--- src/source/lc3b_types.sv ---
package lc3b_types;

    typedef logic [15:0] lc3b_word;     // data or byte address
    typedef logic [2:0]  lc3b_reg;      // register number
    typedef logic [2:0]  lc3b_nzp;      // {n, z, p}

    // standard LC-3b opcode field, instr[15:12]
    typedef enum logic [3:0] {
        op_br   = 4'b0000,
        op_add  = 4'b0001,
        op_ldb  = 4'b0010,
        op_stb  = 4'b0011,
        op_jsr  = 4'b0100,
        op_and  = 4'b0101,
        op_ldr  = 4'b0110,
        op_str  = 4'b0111,
        op_rti  = 4'b1000,
        op_not  = 4'b1001,
        op_ldi  = 4'b1010,
        op_sti  = 4'b1011,
        op_jmp  = 4'b1100,
        op_shf  = 4'b1101,
        op_lea  = 4'b1110,
        op_trap = 4'b1111
    } lc3b_opcode;

    typedef enum logic [2:0] {
        alu_add,
        alu_and,
        alu_not,                        // ~a
        alu_pass,                       // b through
        alu_sll,
        alu_srl,
        alu_sra
    } lc3b_aluop;

    // data memory geometry
    localparam int dmem_words     = 256;
    localparam int dmem_addr_bits = 8;  // word index from addr[8:1]

    // program counter
    localparam lc3b_word pc_reset = 16'h0000;
    localparam lc3b_word pc_step  = 16'd2;

endpackage : lc3b_types

--- src/source/cpu_control.sv ---
`timescale 1ns/1ns

module cpu_control import lc3b_types::*; (
    input  lc3b_opcode opcode,
    input  logic       ir_4,
    input  logic       ir_5,
    output lc3b_aluop  aluop,
    output logic [1:0] alumux_sel,
    output logic       src2mux_sel,
    output logic       mem_read,
    output logic       mem_write,
    output logic [1:0] regfilemux_sel,
    output logic       load_regfile,
    output logic       load_cc
);

    always_comb begin
        // everything idle unless the opcode says otherwise
        aluop          = alu_pass;
        alumux_sel     = 2'b00;         // src2
        src2mux_sel    = 1'b0;          // instr[2:0]
        mem_read       = 1'b0;
        mem_write      = 1'b0;
        regfilemux_sel = 2'b00;         // alu result
        load_regfile   = 1'b0;
        load_cc        = 1'b0;

        case (opcode)
            op_add: begin
                aluop        = alu_add;
                load_regfile = 1'b1;
                load_cc      = 1'b1;
                if (ir_5)
                    alumux_sel = 2'b10;     // imm5
                else
                    alumux_sel = 2'b00;     // sr2
            end

            op_and: begin
                aluop        = alu_and;
                load_regfile = 1'b1;
                load_cc      = 1'b1;
                if (ir_5)
                    alumux_sel = 2'b10;     // imm5
                else
                    alumux_sel = 2'b00;     // sr2
            end

            op_not: begin
                aluop        = alu_not;
                load_regfile = 1'b1;
                load_cc      = 1'b1;
            end

            op_shf: begin
                // ir_4 is the direction bit, ir_5 the arithmetic bit
                case ({ir_5, ir_4})
                    2'b00:   aluop = alu_sll;
                    2'b01:   aluop = alu_srl;
                    2'b11:   aluop = alu_sra;
                    default: aluop = alu_sll;   // A set without D still shifts left
                endcase
                alumux_sel   = 2'b01;       // imm4
                load_regfile = 1'b1;
                load_cc      = 1'b1;
            end

            op_lea: begin
                regfilemux_sel = 2'b10;     // pc + 2 + offset9
                load_regfile   = 1'b1;
                load_cc        = 1'b1;
            end

            op_ldr: begin
                aluop          = alu_add;
                alumux_sel     = 2'b11;     // offset6 << 1
                mem_read       = 1'b1;
                regfilemux_sel = 2'b01;     // memory data
                load_regfile   = 1'b1;
                load_cc        = 1'b1;
            end

            op_str: begin
                aluop       = alu_add;
                alumux_sel  = 2'b11;        // offset6 << 1
                src2mux_sel = 1'b1;         // store data comes from the dest field
                mem_write   = 1'b1;
            end

            // branches, jumps, traps and byte/indirect ops retire as no-ops
            default: ;
        endcase
    end

endmodule : cpu_control

--- src/source/regfile.sv ---
`timescale 1ns/1ns

module regfile import lc3b_types::*; (
    input  logic     clk,
    input  logic     reset,
    input  lc3b_reg  sr1,
    input  lc3b_reg  sr2,
    input  lc3b_reg  dest,
    input  logic     load,
    input  lc3b_word data_in,
    output lc3b_word sr1_out,
    output lc3b_word sr2_out
);

    lc3b_word regs [8];

    always_ff @(posedge clk) begin
        if (reset) begin
            for (int i = 0; i < 8; i++)
                regs[i] <= '0;
        end else if (load) begin
            regs[dest] <= data_in;
        end
    end

    // write-through so decode sees the value retiring this cycle
    assign sr1_out = (load && sr1 == dest) ? data_in : regs[sr1];
    assign sr2_out = (load && sr2 == dest) ? data_in : regs[sr2];

endmodule : regfile

--- src/source/alu.sv ---
`timescale 1ns/1ns

module alu import lc3b_types::*; (
    input  lc3b_aluop aluop,
    input  lc3b_word  a,
    input  lc3b_word  b,
    output lc3b_word  f
);

    logic [3:0] shamt;

    assign shamt = b[3:0];              // shift count

    always_comb begin
        case (aluop)
            alu_add:  f = a + b;
            alu_and:  f = a & b;
            alu_not:  f = ~a;
            alu_pass: f = b;
            alu_sll:  f = a << shamt;
            alu_srl:  f = a >> shamt;
            alu_sra:  f = lc3b_word'($signed(a) >>> shamt);
            default:  f = b;
        endcase
    end

endmodule : alu

--- src/source/cpu_datapath.sv ---
`timescale 1ns/1ns

module cpu_datapath import lc3b_types::*; (
    input  logic       clk,
    input  logic       reset,
    input  logic       instr_valid,
    input  lc3b_word   instr,
    input  lc3b_aluop  aluop,
    input  logic [1:0] alumux_sel,
    input  logic       src2mux_sel,
    input  logic       mem_read,
    input  logic       mem_write,
    input  logic [1:0] regfilemux_sel,
    input  logic       load_regfile,
    input  logic       load_cc,
    input  lc3b_word   dmem_rdata,
    output lc3b_word   dmem_addr,
    output lc3b_word   dmem_wdata,
    output logic       dmem_write,
    output logic       wb_valid,
    output lc3b_reg    wb_reg,
    output lc3b_word   wb_data,
    output lc3b_nzp    wb_cc,
    output logic       store_valid,
    output lc3b_word   store_addr,
    output lc3b_word   store_data
);

    lc3b_word pc;
    lc3b_reg  id_sr2;
    lc3b_word sr1_data, sr2_data;

    // ID/EX
    logic       ex_v;
    lc3b_word   ex_ir, ex_pc, ex_sr1_data, ex_sr2_data;
    lc3b_reg    ex_sr1, ex_sr2;
    lc3b_aluop  ex_aluop;
    logic [1:0] ex_alumux_sel, ex_regfilemux_sel;
    logic       ex_mem_read, ex_mem_write, ex_load_regfile, ex_load_cc;

    // execute
    lc3b_word imm5, imm4, offset6_x2, pcoffset9_x2;
    lc3b_word fwd_a, fwd_b, alu_b, alu_f, ex_result;
    logic     mem_fwd_ok, mem_hit_a, mem_hit_b, wb_hit_a, wb_hit_b;

    // EX/MEM
    logic       mem_v;
    lc3b_word   mem_result, mem_store_data;
    lc3b_reg    mem_dest;
    logic [1:0] mem_regfilemux_sel;
    logic       mem_mem_read, mem_mem_write, mem_load_regfile, mem_load_cc;

    // MEM/WB
    logic       wb_v;
    lc3b_word   wb_result, wb_mdr;
    lc3b_reg    wb_dest;
    logic [1:0] wb_regfilemux_sel;
    logic       wb_load_regfile, wb_load_cc;

    lc3b_nzp cc, wb_nzp;

    always_ff @(posedge clk) begin
        if (reset)
            pc <= pc_reset;
        else if (instr_valid)
            pc <= pc + pc_step;
    end

    // decode: STR reads its data register through the second port
    assign id_sr2 = src2mux_sel ? instr[11:9] : instr[2:0];

    regfile i_regfile (
        .clk     (clk),
        .reset   (reset),
        .sr1     (instr[8:6]),
        .sr2     (id_sr2),
        .dest    (wb_dest),
        .load    (wb_valid),
        .data_in (wb_data),
        .sr1_out (sr1_data),
        .sr2_out (sr2_data)
    );

    always_ff @(posedge clk) begin
        if (reset) begin
            ex_v  <= 1'b0;
            mem_v <= 1'b0;
            wb_v  <= 1'b0;
        end else begin
            ex_v  <= instr_valid;
            mem_v <= ex_v;
            wb_v  <= mem_v;
        end
    end

    always_ff @(posedge clk) begin
        ex_ir             <= instr;
        ex_pc             <= pc + pc_step;  // LEA is relative to the next PC
        ex_sr1            <= instr[8:6];
        ex_sr2            <= id_sr2;
        ex_sr1_data       <= sr1_data;
        ex_sr2_data       <= sr2_data;
        ex_aluop          <= aluop;
        ex_alumux_sel     <= alumux_sel;
        ex_regfilemux_sel <= regfilemux_sel;
        ex_mem_read       <= mem_read;
        ex_mem_write      <= mem_write;
        ex_load_regfile   <= load_regfile;
        ex_load_cc        <= load_cc;

        mem_result         <= ex_result;
        mem_store_data     <= fwd_b;
        mem_dest           <= ex_ir[11:9];
        mem_regfilemux_sel <= ex_regfilemux_sel;
        mem_mem_read       <= ex_mem_read;
        mem_mem_write      <= ex_mem_write;
        mem_load_regfile   <= ex_load_regfile;
        mem_load_cc        <= ex_load_cc;

        wb_result         <= mem_result;
        wb_mdr            <= dmem_rdata;
        wb_dest           <= mem_dest;
        wb_regfilemux_sel <= mem_regfilemux_sel;
        wb_load_regfile   <= mem_load_regfile;
        wb_load_cc        <= mem_load_cc;
    end

    assign imm5         = {{11{ex_ir[4]}}, ex_ir[4:0]};
    assign imm4         = {12'h000, ex_ir[3:0]};
    assign offset6_x2   = {{9{ex_ir[5]}}, ex_ir[5:0], 1'b0};
    assign pcoffset9_x2 = {{6{ex_ir[8]}}, ex_ir[8:0], 1'b0};

    // a load still in memory has no data yet
    assign mem_fwd_ok = mem_v && mem_load_regfile && !mem_mem_read;
    assign mem_hit_a  = mem_fwd_ok && (mem_dest == ex_sr1);
    assign mem_hit_b  = mem_fwd_ok && (mem_dest == ex_sr2);
    assign wb_hit_a   = wb_valid && (wb_dest == ex_sr1);
    assign wb_hit_b   = wb_valid && (wb_dest == ex_sr2);

    assign fwd_a = mem_hit_a ? mem_result : (wb_hit_a ? wb_data : ex_sr1_data);
    assign fwd_b = mem_hit_b ? mem_result : (wb_hit_b ? wb_data : ex_sr2_data);

    always_comb begin
        case (ex_alumux_sel)
            2'b00:   alu_b = fwd_b;
            2'b01:   alu_b = imm4;
            2'b10:   alu_b = imm5;
            default: alu_b = offset6_x2;
        endcase
    end

    alu i_alu (
        .aluop (ex_aluop),
        .a     (fwd_a),
        .b     (alu_b),
        .f     (alu_f)
    );

    assign ex_result = (ex_regfilemux_sel == 2'b10) ? ex_pc + pcoffset9_x2 : alu_f;

    // memory stage
    assign dmem_addr   = mem_result;
    assign dmem_wdata  = mem_store_data;
    assign dmem_write  = mem_v && mem_mem_write;
    assign store_valid = dmem_write;
    assign store_addr  = mem_result;
    assign store_data  = mem_store_data;

    // writeback
    assign wb_data  = (wb_regfilemux_sel == 2'b01) ? wb_mdr : wb_result;
    assign wb_valid = wb_v && wb_load_regfile;
    assign wb_reg   = wb_dest;

    assign wb_nzp = {wb_data[15], wb_data == 16'h0000, !wb_data[15] && wb_data != 16'h0000};
    assign wb_cc  = (wb_v && wb_load_cc) ? wb_nzp : cc;   // codes as they stand after this edge

    always_ff @(posedge clk) begin
        if (reset)
            cc <= '0;
        else if (wb_v && wb_load_cc)
            cc <= wb_nzp;
    end

endmodule : cpu_datapath

--- src/source/data_memory.sv ---
`timescale 1ns/1ns

module data_memory import lc3b_types::*; (
    input  logic     clk,
    input  lc3b_word addr,
    input  lc3b_word wdata,
    input  logic     write,
    output lc3b_word rdata
);

    lc3b_word mem [dmem_words];
    logic [dmem_addr_bits-1:0] index;

    assign index = addr[dmem_addr_bits:1];  // word aligned, bit 0 ignored

    always_ff @(posedge clk) begin
        if (write)
            mem[index] <= wdata;
    end

    assign rdata = mem[index];          // same-cycle read

endmodule : data_memory

--- src/source/lc3b_pipeline.sv ---
`timescale 1ns/1ns

module lc3b_pipeline import lc3b_types::*; (
    input  logic     clk,
    input  logic     reset,
    input  logic     instr_valid,
    input  lc3b_word instr,
    output logic     wb_valid,
    output lc3b_reg  wb_reg,
    output lc3b_word wb_data,
    output lc3b_nzp  wb_cc,
    output logic     store_valid,
    output lc3b_word store_addr,
    output lc3b_word store_data
);

    lc3b_aluop  aluop;
    logic [1:0] alumux_sel;
    logic       src2mux_sel;
    logic       mem_read;
    logic       mem_write;
    logic [1:0] regfilemux_sel;
    logic       load_regfile;
    logic       load_cc;
    lc3b_word   dmem_addr, dmem_wdata, dmem_rdata;
    logic       dmem_write;

    cpu_control i_cpu_control (
        .opcode         (lc3b_opcode'(instr[15:12])),
        .ir_4           (instr[4]),
        .ir_5           (instr[5]),
        .aluop          (aluop),
        .alumux_sel     (alumux_sel),
        .src2mux_sel    (src2mux_sel),
        .mem_read       (mem_read),
        .mem_write      (mem_write),
        .regfilemux_sel (regfilemux_sel),
        .load_regfile   (load_regfile),
        .load_cc        (load_cc)
    );

    cpu_datapath i_cpu_datapath (
        .clk            (clk),
        .reset          (reset),
        .instr_valid    (instr_valid),
        .instr          (instr),
        .aluop          (aluop),
        .alumux_sel     (alumux_sel),
        .src2mux_sel    (src2mux_sel),
        .mem_read       (mem_read),
        .mem_write      (mem_write),
        .regfilemux_sel (regfilemux_sel),
        .load_regfile   (load_regfile),
        .load_cc        (load_cc),
        .dmem_rdata     (dmem_rdata),
        .dmem_addr      (dmem_addr),
        .dmem_wdata     (dmem_wdata),
        .dmem_write     (dmem_write),
        .wb_valid       (wb_valid),
        .wb_reg         (wb_reg),
        .wb_data        (wb_data),
        .wb_cc          (wb_cc),
        .store_valid    (store_valid),
        .store_addr     (store_addr),
        .store_data     (store_data)
    );

    data_memory i_data_memory (
        .clk   (clk),
        .addr  (dmem_addr),
        .wdata (dmem_wdata),
        .write (dmem_write),
        .rdata (dmem_rdata)
    );

endmodule : lc3b_pipeline

--- config.mk ---
export PLATFORM = sky130hd
export DESIGN_NAME = lc3b_pipeline
export DESIGN_NICKNAME = d
export VERILOG_FILES = /design/src/source/lc3b_types.sv /design/src/source/cpu_control.sv /design/src/source/regfile.sv /design/src/source/alu.sv /design/src/source/cpu_datapath.sv /design/src/source/data_memory.sv /design/src/source/lc3b_pipeline.sv
export SDC_FILE = /design/constraint.sdc
export NUM_CORES = 2
export LEC_CHECK = 0
export BUFFER_PORTS_ARGS = -buffer_cell sky130_fd_sc_hd__buf_2
export CAP_MARGIN = 20
export CORE_ASPECT_RATIO = 0.9
export CORE_MARGIN = 2
export CORE_UTILIZATION = 31
export CTS_CLUSTER_DIAMETER = 40
export CTS_CLUSTER_SIZE = 40
export DETAILED_ROUTE_END_ITERATION = 10
export RECOVER_POWER = 25
export SLEW_MARGIN = 20
export SYNTH_ARGS = -nofsm -noshare
export SYNTH_HDL_FRONTEND = slang
export SYNTH_MEMORY_MAX_BITS = 65536
export SYNTH_SLANG_ARGS = --single-unit
export TNS_END_PERCENT = 10
--- constraint.sdc ---
create_clock -name clk -period 8.85 [get_ports clk]
set_input_delay 0 -clock clk [delete_from_list [all_inputs] [get_ports clk]]
set_output_delay 0 -clock clk [all_outputs]
set_load 0.05 [all_outputs]
==> run_results.csv <==
group,metric,value,unit
sta,fin_crit_sh,81.4,%
grt,grt.overflow.total,0,
cells_and_area,largest-register,"i_data_memory.mem",
setup_path,crit_end,"i_data_memory.mem[63][10]$_DFFE_PP_",
clocking,clkLatencyLatePin,1.07,ns
logic_synthesis,ys_types,71,
grt,first_global_vias,85800,
power_and_ir_drop,p_per_area,262,mW/mm^2
grt,grt_usage,16.4,%
clocking,clkTransAtPathRegs,0.06,ns
logic_synthesis,yosysSeqAreaShare,75.6,%
floorplanning,core,0.553,sq mm
sta,max_freq,0.139,GHz
logic_synthesis,postSynthCellCount,7971,
cells_and_area,drive_gt1_share,32.2,%
drt,antenna_left,0,
run,drv_cap,34,
cells_and_area,area_growth,15.9,%
cells_and_area,nFillCells,50000,
setup_path,path_cells,"clkbuf_1 -> clkbuf_1",
clocking,clk_path_buf_depth,4,
setup_path,critPathTopFamily,"buffers and inverters",
logic_synthesis,synth_top_area_share,73.7,%
setup_path,critPathKind,"register to register",
drt,firstDrtPassIters,8,
logic_synthesis,yosys-top-cells-area,"edfxtp_1 74%, mux4_2 17%, dfxtp_1 2.0%, nor2_1 1.0%, mux2i_1 0.72%",
floorplanning,fp.dieW,790,um
clocking,cts_inserted_buffers,426,
drt,drtIter0Drc,12000,
floorplanning,rows,259,
drt,drc,0,
setup_path,cp.required,8.96,ns
setup_path,r2r_slack,1.65,ns
setup_path,r2r_end,"i_data_memory.mem[63][10]$_DFFE_PP_",
sta,finalCriticalPeriod,7.20,ns
grt,antenna_found_initial,24,
power_and_ir_drop,vdd_drop_max,0.180,mV
setup_path,slowest_stage,"clkbuf_1",
setup_path,cp.depth,2,
logic_synthesis,synthesis.area,0.172,sq mm
grt,grt_pass1_wl,666000,um
sta,final.setup.tns,0,ns
setup_path,worstSetupStartpoint,"i_cpu_datapath.dmem_wdata[10]$_DFF_P_",
drt,wl_per_cell,29.5,um
setup_path,reg2reg_from,"i_cpu_datapath.dmem_wdata[10]$_DFF_P_",
floorplanning,start_util,31.1,%
sta,setup_viol,0,
clocking,cts_tree,"done",
clocking,clock_sink_count,4393,
placed_design,port_buffers,74,
grt,grt_max_degree,226,
floorplanning,die_h,711,um
cells_and_area,largest_reg_flops,4096,
setup_path,critical_path_buf_inv_count,2,
cells_and_area,fin_nets,8485,
sta,grt_setup_unrepaired,"false",
cells_and_area,reg_top3,"i_data_memory.mem (4096), i_cpu_datapath.i_regfile.regs (128)",
setup_path,worst_r2r_path_depth,2,
sta,worst_pin_slew,5.12,ns
sta,finalHoldViolCount,0,
worst_hold_path,hp-class,"primary input to register",
logic_synthesis,syn_nets,8024,
logic_synthesis,ys_warn_count,0,
setup_path,crit_fanout,103,
floorplanning,dieArea,0.561,sq mm
setup_path,setup.worst_path.end_class,"register",
logic_synthesis,ys_ff_latch,4393,
sta,fin_skew,0.150,ns
drt,num_vias,85900,
drt,routed_wl,475000,um
status,outcome,"finished with violations",
setup_path,cp.arrival,7.31,ns
drt,vias_per_cell,5.33,
floorplanning,io-pin-count,75,
sta,worst_slew_margin_rel,-242,%
sta,slew_viol_final,2029,
cells_and_area,seq_area,0.130,sq mm
setup_path,slowest_delay,3.32,ns
logic_synthesis,async_reset_ff_share,0,%
logic_synthesis,synth_edf_count,4224,
setup_path,start_kind,"register",
sta,hold_ws,0.0591,ns
worst_hold_path,min_from,"reset",
power_and_ir_drop,p_leak,62.1,nW
logic_synthesis,synthFlopType,"edfxtp_1",
clocking,clock-root-buffer,"clkbuf_16",
status,violations,"capacitance limit, slew limit",
clocking,h-tree-depth,5,
logic_synthesis,synth_area_per_cell,21.6,sq um
placed_design,gp_congestion,0.851,
setup_path,crit_top_cell,"clkbuf_1",
cells_and_area,multi_input_area,0.0407,sq mm
logic_synthesis,yosys.area.top_type,"edfxtp_1",
placed_design,dp_hpwl,278000,um
tightest hold or removal path: cells and delay by family:
kind	cells	cell delay, ns
buf+inv	2	0.85
simple gates	1	0.18
area by class of cell:
type | count | share of cell area, %
Timing Repair Buffer | 509 | 1.95
Tap cell | 7308 | 4.58
Sequential cell | 4393 | 65.3
Multi-Input combinational cell | 3043 | 20.4
Clock buffer | 450 | 5.41
Antenna cell | 6 | 0.00753
Clock inverter | 352 | 2.23
Inverter | 59 | 0.114
through the flow:
stage	util [%]	cells	instance area [sq um]	power, W	worst slack [ns]
after floorplan	-	7971	172000	0.0299	4.08
after global placement	33.2	15300	184000	0.0332	2.63
after detailed placement	33.3	15300	184000	0.0333	2.80
after CTS	36.1	16100	200000	0.0526	2.65
after global routing	36.1	16100	199000	0.0538	1.27
final	36.1	16100	199000	0.0523	1.65
how the worst min path moves through the flow:
| stage | end | slack [ns] | cells after the start |
|---|---|---|---|
| 2_1_floorplan | i_cpu_datapath.ex_ir[0]$_DFF_P_ | 0.03 | 0 |
| 3_3_place_gp | i_cpu_datapath.ex_ir[3]$_DFF_P_ | 0.11 | 1 |
| 3_5_place_dp | i_cpu_datapath.ex_ir[3]$_DFF_P_ | 0.10 | 1 |
| 4_1_cts | i_cpu_datapath.mem_v$_SDFF_PP0_ | 0.005 | 3 |
| 5_1_grt | i_cpu_datapath.cc[2]$_SDFF_PP0_ | 0.05 | 3 |
| 6_report | i_cpu_datapath.cc[2]$_SDFF_PP0_ | 0.06 | 3 |
timing repair:
item                                   CTS  global route
resized for setup                        0             0
endpoints found under the hold margin   75             0
hold buffers                            37             0
setup buffers                            0             0
Yosys cell counts (26+ instances only):
library cell	number
nor2b_1	28
mux4_2	1327
a22oi_1	40
a21oi_1	81
buf_2	138
xnor2_1	37
ha_1	32
o21ai_0	92
buf_1	64
nand2_1	311
nor2_1	471
o22ai_1	26
nand3_1	87
xor2_1	34
edfxtp_1	4224
dfxtp_1	169
nor3_1	33
inv_1	56
a31oi_1	34
mux2i_1	124
and3_1	28
clkbuf_1	267
routing by layer:
metal	wire, um	global-route usage (%)	up-vias
met5	13	0	-
met4	12100	3.99	2
met3	47000	3.67	664
met2	221000	25.6	4217
met1	195000	23.4	46600
li1	-	-	34500
layout by cell type (no fill, tap or decap), drive strengths merged, types with 14 or more instances in the layout:
cell type    Yosys  final
edfxtp        4224   4224
mux4          1327   1327
clkbuf         267    510
nor2           471    471
buf            209    412
nand2          311    311
inv             58    196
dfxtp          169    169
clkinv           1    132
mux2i          128    128
o21ai           93     93
nand3           87     87
a21oi           81     81
clkinvlp         0     44
a22oi           40     40
bufinv           0     39
xnor2           37     37
dlygate4sd3      0     37
xor2            34     34
a31oi           34     34
nor3            34     34
ha              32     32
and3            28     28
nor2b           28     28
o22ai           26     26
a32oi           23     23
nand4           21     21
a211oi          20     20
a311oi          17     17
nand2b          17     17
mux2            14     14
where the power goes:
| group | switching [W] | internal [W] | total, W |
|---|---|---|---|
| Sequential | 0.000478 | 0.0235 | 0.0240 |
| Clock | 0.00893 | 0.0105 | 0.0194 |
| Combinational | 0.00540 | 0.00356 | 0.00896 |
cells by family (layout without fill, tap and decap cells):
| logic type | count (synthesis) | in the layout | synth area share, % |
|---|---|---|---|
| buffers and inverters | 535 | 1370 | 1.29 |
| XOR/XNOR | 71 | 71 | 0.361 |
| AO/OA/AOI/OAI | 434 | 434 | 1.68 |
| flip-flops | 4393 | 4393 | 75.6 |
| AND/OR/NAND/NOR | 1035 | 1035 | 2.56 |
| other | 0 | 6 | 0 |
| multiplexers | 1469 | 1469 | 18.2 |
| adder cells (fa/ha/maj) | 34 | 34 | 0.256 |
Power figures use the tool's default switching activity.
